File: src/common/video_pkg.sv
package video_pkg;

    ///////////////////////////////////////////////////////////////////////
    // rgb565 field widths
    ///////////////////////////////////////////////////////////////////////
    localparam int RED_W      = 5;
    localparam int GRN_W      = 6;
    localparam int BLU_W      = 5;
    localparam int PIX_W      = RED_W + GRN_W + BLU_W;  // 16 bit pixel
    localparam int CAM_BYTE_W = 8;                      // one sensor bus beat

    // default geometry per camera
    localparam int DEF_H_ACT  = 8;                      // pixels per line
    localparam int DEF_V_ACT  = 4;                      // lines per frame

    // one pixel word, read in camera order or in storage order
    typedef union packed {
        struct packed {
            logic [BLU_W-1:0] blu;                      // top bits from sensor
            logic [GRN_W-1:0] grn;
            logic [RED_W-1:0] red;
        } cam;
        struct packed {
            logic [RED_W-1:0] red;                      // top bits in memory
            logic [GRN_W-1:0] grn;
            logic [BLU_W-1:0] blu;
        } sto;
    } pixel_u;

endpackage

File: src/common/bus_pkg.sv
package bus_pkg;

    ///////////////////////////////////////////////////////////////////////
    // wishbone classic widths
    ///////////////////////////////////////////////////////////////////////
    localparam int WB_ADR_W = 16;                 // word address
    localparam int WB_DAT_W = video_pkg::PIX_W;   // one pixel per word
    localparam int WB_SEL_W = 2;                  // byte lanes

endpackage

File: src/capture/cmos_byte_pack.sv
`timescale 1ns/10ps

module cmos_byte_pack #(
    parameter int H_ACT  = video_pkg::DEF_H_ACT,
    parameter int V_ACT  = video_pkg::DEF_V_ACT,
    parameter int H_BASE = 0
) (
    input  logic                             core_clk,
    input  logic                             rst_i,
    input  logic                             vsync_i,
    input  logic                             href_i,
    input  logic                             byte_vld_i,
    input  logic [video_pkg::CAM_BYTE_W-1:0] data_i,
    input  logic                             reverse_i,
    output logic                             push_o,
    output logic [video_pkg::PIX_W-1:0]      pix_o,
    output logic [bus_pkg::WB_ADR_W-1:0]     adr_o
);
    import video_pkg::*;
    import bus_pkg::*;

    logic                  vsync_q;     // registered camera controls
    logic                  href_q;
    logic                  href_d;      // href one cycle older, for edges
    logic                  vld_q;
    logic [CAM_BYTE_W-1:0] data_q;      // registered camera byte
    logic [CAM_BYTE_W-1:0] hi_q;        // upper half of camera word
    logic                  phase_q;     // high when lower half is due
    logic                  rev_q;       // reversal for this frame
    logic [WB_ADR_W-1:0]   line_cnt;    // href falls since vsync
    logic [WB_ADR_W-1:0]   col_cnt;     // pixels in current line
    logic                  pix_done;
    logic                  in_range;
    pixel_u                cam_w;
    pixel_u                sto_w;

    assign pix_done = vld_q && href_q && phase_q;                 // second byte here
    assign in_range = (line_cnt < V_ACT) && (col_cnt < H_ACT);    // inside geometry

    // camera order to storage order, red and blue trade places
    always_comb
    begin
        cam_w         = {hi_q, data_q};
        sto_w.sto.red = cam_w.cam.red;
        sto_w.sto.grn = cam_w.cam.grn;
        sto_w.sto.blu = cam_w.cam.blu;
    end

    ///////////////////////////////////////////////////////////////////////
    // control state
    ///////////////////////////////////////////////////////////////////////
    always_ff @(posedge core_clk)
    begin
        if (rst_i)
        begin
            vsync_q  <= 1'b0;
            href_q   <= 1'b0;
            href_d   <= 1'b0;
            vld_q    <= 1'b0;
            phase_q  <= 1'b0;
            rev_q    <= 1'b0;
            line_cnt <= '0;
            col_cnt  <= '0;
            push_o   <= 1'b0;
        end
        else
        begin
            vsync_q <= vsync_i;
            href_q  <= href_i;
            href_d  <= href_q;
            vld_q   <= byte_vld_i;
            if (vsync_q)
                rev_q <= reverse_i;                    // mode held for whole frame
            if (vsync_q || !href_q)
                phase_q <= 1'b0;                       // each line starts on upper byte
            else if (vld_q)
                phase_q <= ~phase_q;
            if (vsync_q)
                line_cnt <= '0;
            else if (href_d && !href_q)
                line_cnt <= line_cnt + 1'b1;           // falling href ends a line
            if (!href_q)
                col_cnt <= '0;
            else if (pix_done)
                col_cnt <= col_cnt + 1'b1;
            push_o <= pix_done && in_range && !vsync_q; // out-of-range pixels dropped
        end
    end

    // payload path
    always_ff @(posedge core_clk)
    begin
        data_q <= data_i;
        if (vld_q && !phase_q)
            hi_q <= data_q;                            // hold upper half
        pix_o <= sto_w ^ {PIX_W{rev_q}};               // invert all bits on reversal
        adr_o <= WB_ADR_W'(line_cnt * (2 * H_ACT) + H_BASE + col_cnt);
    end

    // sensor only drives bytes inside an active line
    a_byte_in_line : assert property (@(posedge core_clk) disable iff (rst_i)
        byte_vld_i |-> href_i);

endmodule

File: src/capture/pixel_fifo.sv
`timescale 1ns/10ps

module pixel_fifo #(
    parameter int FIFO_DEPTH = 8
) (
    input  logic                         core_clk,
    input  logic                         rst_i,
    input  logic                         push_i,
    input  logic [video_pkg::PIX_W-1:0]  pix_i,
    input  logic [bus_pkg::WB_ADR_W-1:0] adr_i,
    input  logic                         pop_i,
    output logic [video_pkg::PIX_W-1:0]  pix_o,
    output logic [bus_pkg::WB_ADR_W-1:0] adr_o,
    output logic                         empty_o,
    output logic                         overflow_o
);
    import video_pkg::*;
    import bus_pkg::*;

    localparam int PTR_W = (FIFO_DEPTH > 1) ? $clog2(FIFO_DEPTH) : 1;

    logic [PIX_W-1:0]    pix_mem [FIFO_DEPTH];
    logic [WB_ADR_W-1:0] adr_mem [FIFO_DEPTH];
    logic [PTR_W-1:0]    wr_ptr;
    logic [PTR_W-1:0]    rd_ptr;
    logic [PTR_W:0]      count;      // occupancy, 0 to FIFO_DEPTH
    logic                full;
    logic                wr_en;
    logic                rd_en;

    assign full    = (count == FIFO_DEPTH);
    assign empty_o = (count == 0);
    assign wr_en   = push_i && !full;        // push into full fifo is lost
    assign rd_en   = pop_i && !empty_o;
    assign pix_o   = pix_mem[rd_ptr];        // head word shown directly
    assign adr_o   = adr_mem[rd_ptr];

    always_ff @(posedge core_clk)
    begin
        if (rst_i)
        begin
            wr_ptr     <= '0;
            rd_ptr     <= '0;
            count      <= '0;
            overflow_o <= 1'b0;
        end
        else
        begin
            if (wr_en)
                wr_ptr <= (wr_ptr == PTR_W'(FIFO_DEPTH - 1)) ? '0 : wr_ptr + 1'b1;
            if (rd_en)
                rd_ptr <= (rd_ptr == PTR_W'(FIFO_DEPTH - 1)) ? '0 : rd_ptr + 1'b1;
            if (wr_en && !rd_en)
                count <= count + 1'b1;
            else if (rd_en && !wr_en)
                count <= count - 1'b1;
            if (push_i && full)
                overflow_o <= 1'b1;          // sticky until reset
        end
    end

    always_ff @(posedge core_clk)
    begin
        if (wr_en)
        begin
            pix_mem[wr_ptr] <= pix_i;
            adr_mem[wr_ptr] <= adr_i;
        end
    end

    a_no_pop_empty : assert property (@(posedge core_clk) disable iff (rst_i)
        pop_i |-> !empty_o);

endmodule

File: src/logic/dual_cam_store_top.sv
`timescale 1ns/10ps

module dual_cam_store_top #(
    parameter int H_ACT      = video_pkg::DEF_H_ACT,
    parameter int V_ACT      = video_pkg::DEF_V_ACT,
    parameter int FIFO_DEPTH = 8,
    parameter int CTRL_MAX   = 1
) (
    input  logic                             core_clk,
    input  logic                             rst_i,
    input  logic                             cam1_vsync_i,
    input  logic                             cam1_href_i,
    input  logic                             cam1_byte_vld_i,
    input  logic [video_pkg::CAM_BYTE_W-1:0] cam1_data_i,
    input  logic                             cam2_vsync_i,
    input  logic                             cam2_href_i,
    input  logic                             cam2_byte_vld_i,
    input  logic [video_pkg::CAM_BYTE_W-1:0] cam2_data_i,
    input  logic                             key_reverse_i,
    output logic                             wb_cyc_o,
    output logic                             wb_stb_o,
    output logic                             wb_we_o,
    output logic [bus_pkg::WB_ADR_W-1:0]     wb_adr_o,
    output logic [bus_pkg::WB_DAT_W-1:0]     wb_dat_o,
    output logic [bus_pkg::WB_SEL_W-1:0]     wb_sel_o,
    input  logic                             wb_ack_i,
    output logic                             overflow_o
);
    import video_pkg::*;
    import bus_pkg::*;

    logic [$clog2(CTRL_MAX + 1)-1:0] rev_mode;   // key driven mode
    logic                            rev_on;
    logic                            push1, push2;
    logic [PIX_W-1:0]                pix1, pix2;        // packer outputs
    logic [WB_ADR_W-1:0]             adr1, adr2;
    logic [PIX_W-1:0]                head_pix1, head_pix2;  // fifo heads
    logic [WB_ADR_W-1:0]             head_adr1, head_adr2;
    logic                            empty1, empty2;
    logic                            pop1, pop2;
    logic                            ovf1, ovf2;

    assign rev_on     = (rev_mode != '0);
    assign overflow_o = ovf1 | ovf2;              // either camera lost a pixel

    key_ctl #(
        .CTRL_MAX (CTRL_MAX)
    ) u_key (
        .core_clk (core_clk),
        .rst_i    (rst_i),
        .key_i    (key_reverse_i),
        .ctrl_o   (rev_mode)
    );

    ///////////////////////////////////////////////////////////////////////
    // camera 1 fills the left half, camera 2 the right half
    ///////////////////////////////////////////////////////////////////////
    cmos_byte_pack #(
        .H_ACT  (H_ACT),
        .V_ACT  (V_ACT),
        .H_BASE (0)
    ) u_pack1 (
        .core_clk   (core_clk),
        .rst_i      (rst_i),
        .vsync_i    (cam1_vsync_i),
        .href_i     (cam1_href_i),
        .byte_vld_i (cam1_byte_vld_i),
        .data_i     (cam1_data_i),
        .reverse_i  (rev_on),
        .push_o     (push1),
        .pix_o      (pix1),
        .adr_o      (adr1)
    );

    cmos_byte_pack #(
        .H_ACT  (H_ACT),
        .V_ACT  (V_ACT),
        .H_BASE (H_ACT)
    ) u_pack2 (
        .core_clk   (core_clk),
        .rst_i      (rst_i),
        .vsync_i    (cam2_vsync_i),
        .href_i     (cam2_href_i),
        .byte_vld_i (cam2_byte_vld_i),
        .data_i     (cam2_data_i),
        .reverse_i  (rev_on),
        .push_o     (push2),
        .pix_o      (pix2),
        .adr_o      (adr2)
    );

    pixel_fifo #(
        .FIFO_DEPTH (FIFO_DEPTH)
    ) u_fifo1 (
        .core_clk   (core_clk),
        .rst_i      (rst_i),
        .push_i     (push1),
        .pix_i      (pix1),
        .adr_i      (adr1),
        .pop_i      (pop1),
        .pix_o      (head_pix1),
        .adr_o      (head_adr1),
        .empty_o    (empty1),
        .overflow_o (ovf1)
    );

    pixel_fifo #(
        .FIFO_DEPTH (FIFO_DEPTH)
    ) u_fifo2 (
        .core_clk   (core_clk),
        .rst_i      (rst_i),
        .push_i     (push2),
        .pix_i      (pix2),
        .adr_i      (adr2),
        .pop_i      (pop2),
        .pix_o      (head_pix2),
        .adr_o      (head_adr2),
        .empty_o    (empty2),
        .overflow_o (ovf2)
    );

    frame_writer u_writer (
        .core_clk   (core_clk),
        .rst_i      (rst_i),
        .c1_empty_i (empty1),
        .c1_pix_i   (head_pix1),
        .c1_adr_i   (head_adr1),
        .c2_empty_i (empty2),
        .c2_pix_i   (head_pix2),
        .c2_adr_i   (head_adr2),
        .wb_ack_i   (wb_ack_i),
        .c1_pop_o   (pop1),
        .c2_pop_o   (pop2),
        .wb_cyc_o   (wb_cyc_o),
        .wb_stb_o   (wb_stb_o),
        .wb_we_o    (wb_we_o),
        .wb_adr_o   (wb_adr_o),
        .wb_dat_o   (wb_dat_o),
        .wb_sel_o   (wb_sel_o)
    );

endmodule

File: src/logic/key_ctl.sv
`timescale 1ns/10ps

module key_ctl #(
    parameter int CTRL_MAX = 1
) (
    input  logic                              core_clk,
    input  logic                              rst_i,
    input  logic                              key_i,
    output logic [$clog2(CTRL_MAX + 1)-1:0]   ctrl_o
);
    logic key_s1;       // first sync flop
    logic key_s2;       // second sync flop
    logic key_s3;       // edge reference
    logic key_rise;

    assign key_rise = key_s2 && !key_s3;

    always_ff @(posedge core_clk)
    begin
        if (rst_i)
        begin
            key_s1 <= 1'b0;
            key_s2 <= 1'b0;
            key_s3 <= 1'b0;
            ctrl_o <= '0;
        end
        else
        begin
            key_s1 <= key_i;
            key_s2 <= key_s1;
            key_s3 <= key_s2;
            if (key_rise)
                ctrl_o <= (ctrl_o == CTRL_MAX) ? '0 : ctrl_o + 1'b1;  // wrap to 0
        end
    end

endmodule

File: src/store/frame_writer.sv
`timescale 1ns/10ps

module frame_writer (
    input  logic                         core_clk,
    input  logic                         rst_i,
    input  logic                         c1_empty_i,
    input  logic [video_pkg::PIX_W-1:0]  c1_pix_i,
    input  logic [bus_pkg::WB_ADR_W-1:0] c1_adr_i,
    input  logic                         c2_empty_i,
    input  logic [video_pkg::PIX_W-1:0]  c2_pix_i,
    input  logic [bus_pkg::WB_ADR_W-1:0] c2_adr_i,
    input  logic                         wb_ack_i,
    output logic                         c1_pop_o,
    output logic                         c2_pop_o,
    output logic                         wb_cyc_o,
    output logic                         wb_stb_o,
    output logic                         wb_we_o,
    output logic [bus_pkg::WB_ADR_W-1:0] wb_adr_o,
    output logic [bus_pkg::WB_DAT_W-1:0] wb_dat_o,
    output logic [bus_pkg::WB_SEL_W-1:0] wb_sel_o
);
    import bus_pkg::*;

    localparam logic S_IDLE = 1'b0;
    localparam logic S_STB  = 1'b1;

    logic state_q;
    logic last_c2_q;     // camera 2 got the previous slot
    logic take1;
    logic take2;

    // round robin, the camera not served last wins a tie
    assign take2    = !c2_empty_i && (c1_empty_i || !last_c2_q);
    assign take1    = !c1_empty_i && !take2;
    assign c1_pop_o = (state_q == S_IDLE) && take1;   // pop as head is captured
    assign c2_pop_o = (state_q == S_IDLE) && take2;
    assign wb_sel_o = {WB_SEL_W{wb_stb_o}};           // full word writes

    ///////////////////////////////////////////////////////////////////////
    // bus FSM
    ///////////////////////////////////////////////////////////////////////
    always_ff @(posedge core_clk)
    begin
        if (rst_i)
        begin
            state_q   <= S_IDLE;
            last_c2_q <= 1'b0;
            wb_cyc_o  <= 1'b0;
            wb_stb_o  <= 1'b0;
            wb_we_o   <= 1'b0;
        end
        else
        begin
            case (state_q)
                S_IDLE:
                begin
                    if (take1 || take2)
                    begin
                        state_q   <= S_STB;
                        last_c2_q <= take2;
                        wb_cyc_o  <= 1'b1;     // cyc, stb, we rise together
                        wb_stb_o  <= 1'b1;
                        wb_we_o   <= 1'b1;
                    end
                end
                S_STB:
                begin
                    if (wb_ack_i)
                    begin
                        state_q  <= S_IDLE;    // one idle cycle follows
                        wb_cyc_o <= 1'b0;
                        wb_stb_o <= 1'b0;
                        wb_we_o  <= 1'b0;
                    end
                end
                default: state_q <= S_IDLE;
            endcase
        end
    end

    // address and data load only while idle, so they hold until ack
    always_ff @(posedge core_clk)
    begin
        if (state_q == S_IDLE)
        begin
            wb_adr_o <= take2 ? c2_adr_i : c1_adr_i;
            wb_dat_o <= take2 ? c2_pix_i : c1_pix_i;
        end
    end

    a_stb_in_cyc : assert property (@(posedge core_clk) disable iff (rst_i)
        wb_stb_o |-> wb_cyc_o);

    a_hold_till_ack : assert property (@(posedge core_clk) disable iff (rst_i)
        wb_stb_o && !wb_ack_i |=> $stable(wb_adr_o) && $stable(wb_dat_o));

endmodule

File: config.mk
export PLATFORM = sky130hd
export DESIGN_NAME = dual_cam_store_top
export DESIGN_NICKNAME = d
export VERILOG_FILES = /design/src/common/video_pkg.sv /design/src/common/bus_pkg.sv /design/src/capture/cmos_byte_pack.sv /design/src/capture/pixel_fifo.sv /design/src/logic/dual_cam_store_top.sv /design/src/logic/key_ctl.sv /design/src/store/frame_writer.sv
export SDC_FILE = /design/constraint.sdc
export NUM_CORES = 1
export LEC_CHECK = 0
export ABC_AREA = 1
export BUFFER_PORTS_ARGS = -buffer_cell sky130_fd_sc_hd__buf_2
export CAP_MARGIN = 25
export CORE_ASPECT_RATIO = 0.75
export CORE_MARGIN = 3
export CORE_UTILIZATION = 56
export CTS_CLUSTER_SIZE = 14
export DETAILED_ROUTE_END_ITERATION = 12
export HOLD_SLACK_MARGIN = 0.12
export PLACE_DENSITY_LB_ADDON = 0.1
export SYNTH_ARGS = -nofsm -noshare
export SYNTH_HDL_FRONTEND = slang
export SYNTH_SLANG_ARGS = --single-unit
File: constraint.sdc
create_clock -name core_clk -period 2.4 [get_ports core_clk]
set_input_delay 0.48 -clock core_clk [delete_from_list [all_inputs] [get_ports core_clk]]
set_output_delay 0.48 -clock core_clk [all_outputs]
set_load 0.05 [all_outputs]
==> impl.org, run 1 <==
** Outcome
- Result of the run :: finished, final reports clean

** Placed design
- Global placement routability congestion :: 0.885
- Detailed Place HPWL :: 40.7 mm
- Number of buffers added on ports :: 63
- OpenSTA, run right after detailed placement, puts the worst setup slack at 88.1 ps.

** STA
- Final Worst Setup Slack :: 234 ps
- Hold Fails Final Rpt :: 0
- Actual transition at the worst max-transition pin :: 934 ps
- Setup Skew :: 22.7 ps
- After layout, the worst path uses 90.3% of the clock period.
- Final critical path time including I/O delays and setup :: 2170 ps
- Headroom to the max-slew limit came out at 37.6%.
- After routing, the total negative slack on setup checks comes to 0 ps.
- Smallest hold slack :: 162 ps
- The number of max-slew violations in the final report is 0.
- Based on the critical path, the design can be clocked at up to 0.462 GHz.
- Setup violations remaining at the end of the flow were counted as 0.

** Logic synthesis
- By area the synthesized netlist is led by sky130_fd_sc_hd__edfxtp_1, sky130_fd_sc_hd__dfxtp_1, sky130_fd_sc_hd__nor2_1.
- The Yosys step of the flow raised 0 warnings.
- In this run the biggest area consumer among cell types represents 55.6% of the synthesized area.
- The number of nets in the synthesized netlist is 2742.
- Syn Inst Count :: 2672
- Count of distinct cell types in the synthesized netlist :: 39
- Sequential-to-total area share from yosys stat :: 68.3%
- Of all cell types, the one taking the most synthesized area is sky130_fd_sc_hd__edfxtp_1.
- Syn avg cell area :: 11.3 sq um
- Synthesized cell area :: 0.0303 sq mm
- In the synthesized netlist the async set-or-reset flop fraction comes to 0%.
- In this run, synthesis produced a sequential element count of 753.
- In this run, synthesis inferred 560 flip-flops with an integrated enable.
- Synth Flop Type :: sky130_fd_sc_hd__edfxtp_1

** Min path
- Cell count of the worst hold path :: 4
- The worst hold path belongs to the class primary input to flop.
- Hold Path End :: u_writer.state_q$_SDFF_PP0_
- Startpoint of the worst hold path :: wb_ack_i

** Worst setup path
- The startpoint identified for the worst register-to-register timing path is u_fifo1.count[1]$_SDFFE_PP0P_.
- The worst setup path is launched from a flop.
- In this run the worst path has a maximum fanout of 6.
- In this run the register-to-register setup slack is 230 ps.
- Capture instance of the worst register-to-register path :: u_fifo1.count[3]$_SDFFE_PP0P_
- CP arrival :: 2700 ps
- Worst path required time :: 2930 ps
- Type of destination of the critical path :: flop
- The worst register-to-register path has a depth of 13.
- The critical path in this run is classified as flop to flop.

** Layout
- The area growth from synthesis to layout is 13.1%.
- For this run, the post-layout net count is 2840.
- Fill cells :: 4047
- Measured on the finished design, the core utilization comes to 64.3%.
- The number of antenna diodes in the final layout is 0.
- Ratio of cells with drive above 1 in the final layout :: 9.51%

** Detailed routing
- Post-route antenna net violation count :: 0
- In the routed layout, each cell is associated on average with a via count of 5.56.
- Summing over every cut layer, the via total after detailed routing is 19693.
- Routed WL per cell :: 18.8 um
- Number of violations reported at the end of detailed-routing iteration 0 :: 1862
- DRC violation count after routing :: 0
- For this run, the detailed router's first-pass iteration total came to 7.
- The routed design has 66.4 mm of wire.

** Run
- The tool flagged a number of max-cap violations equal to 0.

** GRT
- The first global-routing pass estimated 102 mm of wire.
- After global routing the overflow that remains totals 0.
- The via count of the first global-routing pass was 18213.
- The initial antenna violation count is 2.
- For this run, the total global-route usage over all layers was measured as 23.3%.
- Largest net degree at the start of global routing :: 129

** Clock tree
- In this run the deepest clock path goes through 3 buffers.
- Total number of H-tree levels :: 3
- Clock insertion delay at the later pin of the skew report :: 610 ps
- TritonCTS built the clock tree.
- After clock tree synthesis, the clock-pin slew on the worst setup and hold paths is 60 ps.
- The clock net in this run drives a total of 753 sinks.
- CTS root buf :: sky130_fd_sc_hd__clkbuf_16
- Clock tree synthesis inserted a total of 71 buffers.

** Power and ir drop
- For this design the ratio of total power to cell area is 966 mW/mm^2.
- The worst-case IR drop observed on VDD is 0.852 mV.
- Power comes to 33.0 mW.
- P_leak :: 12.7 nW

** Floorplanning
- The core region is 0.0532 sq mm.
- Boundary Pins :: 64
- Starting density of the core :: 56.8%
- The die is 274 um wide.
- Measured along the y axis, the die boundary spans 207 um.
- In this run the core area contains 73 standard-cell rows.
- The die covers 0.0569 sq mm.
## per-layer routing
metal	track usage, %	wire length (um)	vias to the layer above
met3	4.10	4650	94
li1	-	-	9453
met2	35.3	29900	635
met5	0	0	-
met1	35.4	30700	9511
met4	5.07	1150	0
## placed cells by master, fill, tap and decap left out, types with 4 or more instances in the layout
master / count
sky130_fd_sc_hd__a21oi_1: 129
sky130_fd_sc_hd__a31oi_1: 4
sky130_fd_sc_hd__buf_12: 26
sky130_fd_sc_hd__buf_2: 63
sky130_fd_sc_hd__buf_4: 34
sky130_fd_sc_hd__clkbuf_1: 24
sky130_fd_sc_hd__clkbuf_16: 76
sky130_fd_sc_hd__clkbuf_8: 10
sky130_fd_sc_hd__clkinv_1: 5
sky130_fd_sc_hd__clkinv_2: 11
sky130_fd_sc_hd__dfxtp_1: 189
sky130_fd_sc_hd__dfxtp_4: 4
sky130_fd_sc_hd__dlygate4sd3_1: 24
sky130_fd_sc_hd__edfxtp_1: 560
sky130_fd_sc_hd__fa_1: 4
sky130_fd_sc_hd__ha_1: 39
sky130_fd_sc_hd__inv_1: 275
sky130_fd_sc_hd__inv_2: 6
sky130_fd_sc_hd__nand2_1: 277
sky130_fd_sc_hd__nand2_2: 4
sky130_fd_sc_hd__nand3_1: 180
sky130_fd_sc_hd__nand4_1: 26
sky130_fd_sc_hd__nor2_1: 347
sky130_fd_sc_hd__nor2_2: 7
sky130_fd_sc_hd__nor2_4: 16
sky130_fd_sc_hd__nor3_1: 27
sky130_fd_sc_hd__o211ai_1: 128
sky130_fd_sc_hd__o21ai_0: 224
sky130_fd_sc_hd__o21ai_1: 22
sky130_fd_sc_hd__xnor2_1: 10
sky130_fd_sc_hd__xor2_1: 51
## synthesized netlist by cell type, drive strengths merged, types with 4 or more instances
library cell	instances
a21oi	129
a31oi	4
buf	83
clkbuf	39
dfxtp	193
edfxtp	560
fa	4
ha	40
inv	283
nand2	282
nand3	181
nand4	26
nor2	370
nor3	27
o211ai	128
o21ai	246
xnor2	10
xor2	51
## flip-flops by register name (all words and copies together), names as in the netlist, 4 cells and up, named ones only
signal	cells
u_pack1.line_cnt	16
u_writer.wb_dat_o	16
u_fifo1.pix_mem	128
u_pack1.adr_o	16
u_pack2.hi_q	8
u_fifo1.adr_mem	128
u_pack2.data_q	8
u_pack1.pix_o	16
u_fifo2.count	4
u_pack2.line_cnt	16
u_pack1.data_q	8
u_pack1.col_cnt	16
u_writer.wb_adr_o	16
u_pack2.pix_o	16
u_fifo2.pix_mem	128
u_pack2.adr_o	16
u_pack1.hi_q	8
u_fifo2.adr_mem	128
u_fifo1.count	4
u_pack2.col_cnt	16
## logic make-up after synthesis
kind of cell	share of synthesized area, %
compound gates	9.75
fa+ha+maj	1.92
simple gates	12.3
xor+xnor	1.77
buf+inv	5.96
flops	68.3
## layout make-up
| type | count | area, sq um | area share (%) |
|---|---|---|---|
| multi-input combinational | 1514 | 7910 | 23.1 |
| inverter | 283 | 1070 | 3.12 |
| sequential | 753 | 20700 | 60.5 |
| clock inverter | 22 | 201 | 0.589 |
| clock buffer | 110 | 2130 | 6.22 |
| timing repair buffer | 147 | 1330 | 3.89 |
| tap | 712 | 891 | 2.60 |
## repair_timing
item	CTS	global route
hold buffers	24	0
hold endpoints to repair	23	0
setup endpoints to repair	0	3
buffers inserted	0	1
gates resized for setup	0	5
## worst max-delay path, cell delays in order (launching register included)
cell                      delay [ps]
sky130_fd_sc_hd__dfxtp_1         360
sky130_fd_sc_hd__nor2_2          160
sky130_fd_sc_hd__buf_4           130
sky130_fd_sc_hd__nand3_1          70
sky130_fd_sc_hd__nand2_2         120
sky130_fd_sc_hd__inv_1            70
sky130_fd_sc_hd__ha_1            210
sky130_fd_sc_hd__inv_1           130
sky130_fd_sc_hd__ha_1            290
sky130_fd_sc_hd__a21oi_1         150
sky130_fd_sc_hd__nand2_1          80
sky130_fd_sc_hd__xor2_1          140
sky130_fd_sc_hd__nand2_1          60
sky130_fd_sc_hd__a21oi_1         110
## report_power, final
| group | switching (mW) | internal, mW | leakage (nW) |
|---|---|---|---|
| clock | 4.67 | 6.46 | 1.15 |
| combinational | 4.56 | 1.93 | 4.79 |
| sequential | 0.702 | 14.7 | 6.77 |
| total | 9.94 | 23.1 | 12.7 |
## metrics by stage
step / instances / area, sq um
detailed placement: 3384 / 31600
finish: 3541 / 34200
floorplan: 2672 / 30300
global route: 3541 / 34200
CTS: 3540 / 34200
global placement: 3384 / 31600
## how the worst max path moves through the flow
stage,slack (ps),startpoint,to,cells past startpoint
after floorplan,-200,u_fifo1.count[0]$_SDFFE_PP0P_,u_fifo1.adr_mem[1][0]$_DFFE_PP_,6
after global placement,120,u_fifo1.count[0]$_SDFFE_PP0P_,u_fifo2.count[3]$_SDFFE_PP0P_,14
after detailed placement,90,u_fifo1.count[0]$_SDFFE_PP0P_,u_fifo2.count[3]$_SDFFE_PP0P_,14
after CTS,70,u_fifo1.count[0]$_SDFFE_PP0P_,u_fifo2.count[3]$_SDFFE_PP0P_,14
after global routing,-20,u_fifo1.count[1]$_SDFFE_PP0P_,u_fifo2.count[3]$_SDFFE_PP0P_,14
final,230,u_fifo1.count[1]$_SDFFE_PP0P_,u_fifo1.count[3]$_SDFFE_PP0P_,13
No activity file was read; power rests on OpenSTA's default activity.
==> run 2, diff against run 1 <==
==> constraint.sdc (replaced) <==
create_clock -name core_clk -period 2.4 [get_ports core_clk]
set_input_delay 0 -clock core_clk [delete_from_list [all_inputs] [get_ports core_clk]]
set_output_delay 0 -clock core_clk [all_outputs]
set_load 0.05 [all_outputs]
==> run 2 against run 1 <==
- die area stayed put
- first-iteration DRC count shrank 1.7%
- sequential cell count is the same
- setup slack improved by 34 ps
- design area increased by 1.1%
- core utilization grew 0.69 points
- maximum frequency rose by 1.6%
- wire length grew 1.8%
- largest cell class unchanged
- count of clock-buffer cells in the layout fell by 5
- combinational power rose by 2%
- critical path type unchanged
==> impl.org, run 2 (synthesis results as in run 1) <==
** GRT
- Largest net degree at the start of global routing :: 115
- Number of antenna violations at the first check in global routing :: 1
- After global routing the overflow that remains totals 0.
- The first global-routing pass estimated 105 mm of wire.
- For this run, the total global-route usage over all layers was measured as 23.9%.
- The via count of the first global-routing pass came to 18868.

** Detailed routing
- Total number of vias :: 19774
- After detailed routing, the average wire length per cell comes to 19.0 um.
- DRC violation count after routing :: 0
- Number of violations reported at the end of detailed-routing iteration 0 :: 1830
- Length of the first detailed-routing pass in iterations :: 5
- The routed design has 67.6 mm of wire.
- Number of vias per cell :: 5.55
- Post-route antenna net violation count :: 0

** Floorplanning
- Die ar. :: 0.0569 sq mm
- Placement Rows :: 73
- Core footprint :: 0.0532 sq mm
- The die is 207 um tall.
- In this run the horizontal extent of the chip is 274 um.
- For this design the top-level I/O count stands at 64.
- Starting density of the core :: 56.8%

** Clock tree
- Clk sink count :: 753
- The later pin in the worst-skew pair is clocked with a latency of 610 ps.
- In this run the number of H-tree levels came out at 3.
- Clock tree from TritonCTS :: done
- Clock-pin slew was measured on the worst setup and hold paths at 60 ps.
- The cell sitting at the root of the clock tree is a sky130_fd_sc_hd__clkbuf_16.
- In this run the post-CTS setup repair buffer count came out at 0.
- Number of CTS-inserted buffers :: 72
- Deepest clock path buffer count :: 3

** STA
- Final critical path time including I/O delays and setup :: 2130 ps
- In this run the tightest slew margin relative to its limit is 60.1%.
- Setup Skew :: 14.1 ps
- FMAX :: 0.469 GHz
- Actual transition at the worst max-transition pin :: 598 ps
- Setup-failing EPs final :: 0
- The number of max-slew violations in the final report was 0.
- Of the available clock period, the critical path in the final layout requires 88.8%.
- The count of final hold-check violations is 0.
- Hold timing on the final database bottoms out at a slack of 210 ps.
- Unrepaired setup endpoints after global routing :: no

** Worst setup path
- The worst register-to-register path has a setup slack of 270 ps.
- Critical register-to-register path startpoint :: u_fifo1.count[0]$_SDFFE_PP0P_
- CP arrival :: 2660 ps
- Crit path kind :: flop to flop
- The worst setup path is launched from a flop.
- For the worst flop-to-flop path, the logic depth is 14.
- Type of destination of the critical path :: flop
- Capture instance of the worst register-to-register path :: u_fifo2.count[3]$_SDFFE_PP0P_
- Biggest fanout along the worst timing path :: 5
- Worst path required time :: 2930 ps

** Placed design
- After legalization and detailed placement, the total HPWL measured 40.3 mm.
- Total placed cells including tap cells :: 3377
- Port buffering added 63 buffers.
- Global placement routability congestion :: 0.893

** Power and ir drop
- For this design the total switching power over the nets is 9.97 mW.
- Dividing total power by cell area gives a power density of 972 mW/mm^2.
- Power share of the clock group :: 34.7%
- Sw frac :: 29.7%
- The share of total power dissipated in sequential elements is 45.6%.
- Maximum VDD drop :: 1.04 mV
- Part of the power in combinational logic :: 19.7%
- P_leak :: 12.9 nW
- Cell internal power was estimated by the tool at 23.6 mW.

** Layout
- The top cell types in the final layout, fill and taps aside, are sky130_fd_sc_hd__edfxtp_1, sky130_fd_sc_hd__nor2_1, sky130_fd_sc_hd__nand2_1, sky130_fd_sc_hd__inv_1, sky130_fd_sc_hd__o21ai_0.
- Summing all multi-input logic gate instances after layout gives 0.00791 sq mm.
- Ratio of cells with drive above 1 in the final layout :: 9.41%
- Syn-to-layout area delta :: 14.3%
- Fill cells :: 4022
- The repair_antennas step left the layout with diodes totalling 0.
- At the end of the flow, the number of nets in the layout was 2861.
- Registers take 0.0207 sq mm.
- Most frequent standard cell in the layout excluding fill and tap cells :: sky130_fd_sc_hd__edfxtp_1
- Final instance count without filler cells :: 3561

** Min path
- Cell count of the worst hold path :: 5
- Hold Path End :: u_writer.state_q$_SDFF_PP0_
- Startpoint of the worst hold path :: wb_ack_i
- Worst hold path class :: primary input to flop

** Run
- Maximum Capacitance Violations :: 0

** Outcome
- Result of the run :: finished, final reports clean
## run 2: changes by cell type in the layout (fill, tap and decap cells not counted), sizes merged
cell / change
dlygate4sd3: +28
clkbuf: -5
buf: -8
bufinv: +4
clkinv: +3
inv: -2
## run 2: final cells by class
type,instances,share of cell area (%)
Sequential cell,753,59.8
Multi-Input combinational cell,1514,22.9
Clock buffer,105,6.22
Timing Repair Buffer,167,4.48
Inverter,283,3.09
Tap cell,712,2.58
Clock inverter,27,0.926
## run 2: worst max-delay path by stage
stage,cells after the start,from,slack [ps],endpoint
final,14,u_fifo1.count[0]$_SDFFE_PP0P_,270,u_fifo2.count[3]$_SDFFE_PP0P_
after global routing,14,u_fifo1.count[0]$_SDFFE_PP0P_,10,u_fifo2.count[3]$_SDFFE_PP0P_
after CTS,14,u_fifo1.count[0]$_SDFFE_PP0P_,80,u_fifo2.count[3]$_SDFFE_PP0P_
after detailed placement,14,u_fifo1.count[0]$_SDFFE_PP0P_,100,u_fifo2.count[3]$_SDFFE_PP0P_
after global placement,14,u_fifo1.count[0]$_SDFFE_PP0P_,160,u_fifo2.count[3]$_SDFFE_PP0P_
after floorplan,6,u_fifo1.count[0]$_SDFFE_PP0P_,-200,u_fifo1.adr_mem[1][0]$_DFFE_PP_
## run 2: power by group through the flow
stage          logic (mW)  registers (mW)  clock network [mW]
5_1_grt              7.31            15.4                12.4
2_1_floorplan        3.95            16.3                   0
4_1_cts              6.66            15.3                11.9
3_3_place_gp         6.42            15.6                   0
3_5_place_dp         6.56            15.6                   0
6_report             6.62            15.3                11.7
## run 2: metrics by stage
| stage | setup slack [ps] | instance area (sq um) | TNS (ps) | utilization (%) | total power, mW |
|---|---|---|---|---|---|
| floorplan | -197 | 30300 | -100110 | - | 20.2 |
| global placement | 161 | 31600 | 0 | 59.3 | 22.0 |
| detailed placement | 101 | 31600 | 0 | 59.3 | 22.1 |
| CTS | 84.0 | 34600 | 0 | 64.9 | 33.8 |
| global route | 11.3 | 34600 | 0 | 65.0 | 35.0 |
| finish | 268 | 34600 | 0 | 65.0 | 33.6 |
## run 2: per-layer routing
metal  routed length [um]  global-route usage, %
met4                 1470                   6.62
met3                 4460                   4.06
met1                31300                   35.8
met5                    0                      0
met2                30400                   36.2
## run 2: worst max-delay path, cell delays in order (launching register included)
cell and delay [ps]:
sky130_fd_sc_hd__dfxtp_2 360, sky130_fd_sc_hd__nor2_4 140, sky130_fd_sc_hd__nand2_2 90, sky130_fd_sc_hd__nand2_2 90
sky130_fd_sc_hd__nand2_4 60, sky130_fd_sc_hd__nor2_2 110, sky130_fd_sc_hd__inv_2 80, sky130_fd_sc_hd__ha_1 230
sky130_fd_sc_hd__inv_2 90, sky130_fd_sc_hd__ha_1 260, sky130_fd_sc_hd__a21oi_1 160, sky130_fd_sc_hd__nand2_1 80
sky130_fd_sc_hd__xor2_1 130, sky130_fd_sc_hd__nand2_1 70, sky130_fd_sc_hd__a21oi_1 110
## run 2: repair_timing
| action | in CTS | in global routing |
|---|---|---|
| hold buffers | 52 | 0 |
| endpoints found under the hold margin | 70 | 0 |
| gates resized for setup | 0 | 9 |
| endpoints found under the setup margin | 0 | 2 |
==> run 3, diff against run 2 <==
CORE_UTILIZATION = 62   (was 56)
clock period = 2.1 ns   (was 2.4 ns; I/O delays follow)
==> run 3 against run 2 <==
- maximum frequency increased by 6.4%
- register-to-register slack got worse by 170 ps
- via count increased by 1.5%
- sequential share of layout area decreased by 0.076 points
- clock power increased by 12%
- total power increased by 14%
- clock skew increased by 0.61 ps
- die area decreased by 9.4%
- critical endpoint is now u_fifo1.count[3]$_SDFFE_PP0P_
- highest routed layer is now met5
==> impl.org, run 3 (synthesis results as in run 1) <==
** Outcome
- The run finished with clean final reports.

** Placed design
- The congestion estimate from routability-driven global placement came to 0.903.
- In this run the cell area measured after placement is 0.0316 sq mm.
- Detailed Place HPWL :: 40.4 mm
- Input and output buffers added on the ports amount to 63.
- OpenSTA, run right after detailed placement, puts the worst setup slack at -16.0 ps.

** Power and ir drop
- Dividing total power by cell area gives a power density of 1110 mW/mm^2.
- Maximum VDD drop :: 0.886 mV
- Final total power :: 38.5 mW
- P_leak :: 12.9 nW

** Detailed routing
- The pre-antenna-repair detailed-routing pass consisted of 6 iterations.
- In this run, the number of DRC markers left after iteration 0 of detailed routing was 2174.
- Post-route antenna net violation count :: 0
- Total number of vias :: 20069
- Routed WL per cell :: 19.2 um
- The final layout contains routed wiring with a total length of 67.1 mm.
- Number of vias per cell :: 5.73
- After detailed routing, the number of remaining DRC violations is 0.

** Layout
- Nets :: 2877
- Once layout is complete, the utilization of the core stands at 72.4%.
- Fill cells in the final layout number 3247.
- Leaving out fill and tap cells, the most frequent cells in the layout are sky130_fd_sc_hd__edfxtp_1, sky130_fd_sc_hd__nor2_1, sky130_fd_sc_hd__nand2_1, sky130_fd_sc_hd__inv_1, sky130_fd_sc_hd__o21ai_0.
- The post-route netlist has 9.85% of its cells at a drive strength greater than 1.
- Diodes inserted :: 0
- Cell area after layout :: 0.0346 sq mm
- Relative to the synthesized area, the layout overhead comes to 14.4%.
- The library cell used most frequently in the layout, excluding fill and tap cells, is sky130_fd_sc_hd__edfxtp_1.

** Worst setup path
- CP arrival :: 2480 ps
- Worst path required time :: 2580 ps
- Type of destination of the critical path :: flop
- Along the worst path, the maximum fanout reaches 5.
- The worst setup path is launched from a flop.
- The critical path is of the flop to flop type.

** STA
- Fraction of the cycle the final worst path needs :: 95.5%
- Hold Fails Final Rpt :: 0
- FMAX :: 0.499 GHz
- Setup-failing EPs final :: 0
- Setup Skew :: 14.7 ps
- The worst pin sits at a relative slew slack of 60.2%.
- The worst path meets setup with 95.4 ps of slack.
- Actual transition at the worst max-transition pin :: 597 ps
- Final hold analysis gives a worst-case slack of 215 ps.
- Setup repair after global routing could not meet its margin everywhere.
- The number of max-slew violations in the final report is 0.
- Final critical path time including I/O delays and setup :: 2000 ps

** Floorplanning
- Row generation in the floorplan step produced 69 rows.
- Core footprint :: 0.0478 sq mm
- Starting density of the core :: 63.3%
- Vert. Die Dim :: 197 um
- In this run the count of I/O pins placed on the die edge is 64.
- The die covers 0.0515 sq mm.
- Chip width :: 261 um

** Clock tree
- Clock-pin slew was measured on the worst setup and hold paths at 60 ps.
- Clock insertion delay at the later pin of the skew report :: 600 ps
- Number of CTS-inserted buffers :: 72
- Deepest clock path buffer count :: 3
- Post-CTS setup buffer count :: 0
- Clk sink count :: 753
- TritonCTS built the clock tree.
- CTS root buf :: sky130_fd_sc_hd__clkbuf_16
- The H-tree was split into 3 levels.

** GRT
- The total overflow left after global routing is 0.
- Via count of the first global-routing pass :: 19175
- All-Layer GR Usage :: 26.4%
- The first global-routing pass estimated 104 mm of wire.
- Largest net degree at the start of global routing :: 97
- The initial antenna violation count is 2.

** Run
- Across the run, the number of max-cap violations was 0.

** Min path
- Worst hold path class :: primary input to flop
run 3: cell count changes in the layout (fill, tap and decap cells not counted), sizes merged:
cell         before  now
clkinv           21   13
dlygate4sd3      52   54
inv             281  282
bufinv            7    5
clkinvlp          1    2
buf             115  129
clkbuf          105  111
run 3: per-layer routing:
layer / vias to the layer above / global-route usage [%] / wire length (um)
li1: 9541 / - / -
met1: 9702 / 37.7 / 29000
met2: 703 / 41.3 / 30800
met3: 121 / 5.29 / 5450
met4: 2 / 8.86 / 1870
met5: - / 0 / 14
run 3: worst paths after layout:
kind / startpoint / endpoint / slack [ps] / cells past startpoint
min reg2reg: u_key.key_s1$_SDFF_PP0_ / u_key.key_s2$_SDFF_PP0_ / 410 / 2
min: rst_i / u_pack2.href_d$_SDFF_PP0_ / 220 / 3
max reg2reg: u_fifo1.count[0]$_SDFFE_PP0P_ / u_fifo1.count[3]$_SDFFE_PP0P_ / 100 / 13
max: u_fifo1.count[0]$_SDFFE_PP0P_ / u_fifo1.count[3]$_SDFFE_PP0P_ / 100 / 13
run 3: area by class of cell:
cell class / count / area, sq um / share of cell area [%]
clock inverter: 19 / 235 / 0.679
sequential: 753 / 20700 / 59.8
clock buffer: 111 / 2180 / 6.31
inverter: 283 / 1070 / 3.08
timing repair buffer: 183 / 1710 / 4.95
multi-input combinational: 1514 / 7940 / 22.9
tap: 639 / 800 / 2.31
run 3: timing repair:
item	CTS	global route
gates resized for setup	2	8
setup endpoints to repair	1	4
hold buffers	54	0
pin swaps	0	2
endpoints found under the hold margin	97	0
cloned	0	0
run 3: critical path, stage by stage, from the launching register on:
cell and delay, ps:
sky130_fd_sc_hd__dfxtp_1 320, sky130_fd_sc_hd__nor2_2 140, sky130_fd_sc_hd__nand2_2 70, sky130_fd_sc_hd__nand2_2 80, sky130_fd_sc_hd__nand2_4 60, sky130_fd_sc_hd__nand3_2 110, sky130_fd_sc_hd__ha_2 220, sky130_fd_sc_hd__inv_1 90
sky130_fd_sc_hd__ha_1 320, sky130_fd_sc_hd__a21oi_1 140, sky130_fd_sc_hd__nand2_1 70, sky130_fd_sc_hd__xor2_1 140, sky130_fd_sc_hd__nand2_1 60, sky130_fd_sc_hd__a21oi_1 50
run 3: report_power, final:
part / total, mW / leakage (nW) / internal, mW / switching [mW]
Clock: 13.1 / 1.19 / 7.79 / 5.32
Combinational: 7.84 / 4.96 / 2.37 / 5.47
Sequential: 17.5 / 6.77 / 16.8 / 0.692
Total: 38.5 / 12.9 / 27.0 / 11.5
run 3: metrics by stage:
| stage | setup TNS (ps) | cells |
|---|---|---|
| after floorplan | -251380 | 2672 |
| after global placement | 0 | 3318 |
| after detailed placement | -16.0 | 3318 |
| after CTS | 0 | 3502 |
| after global routing | -53.9 | 3502 |
| final | 0 | 3502 |
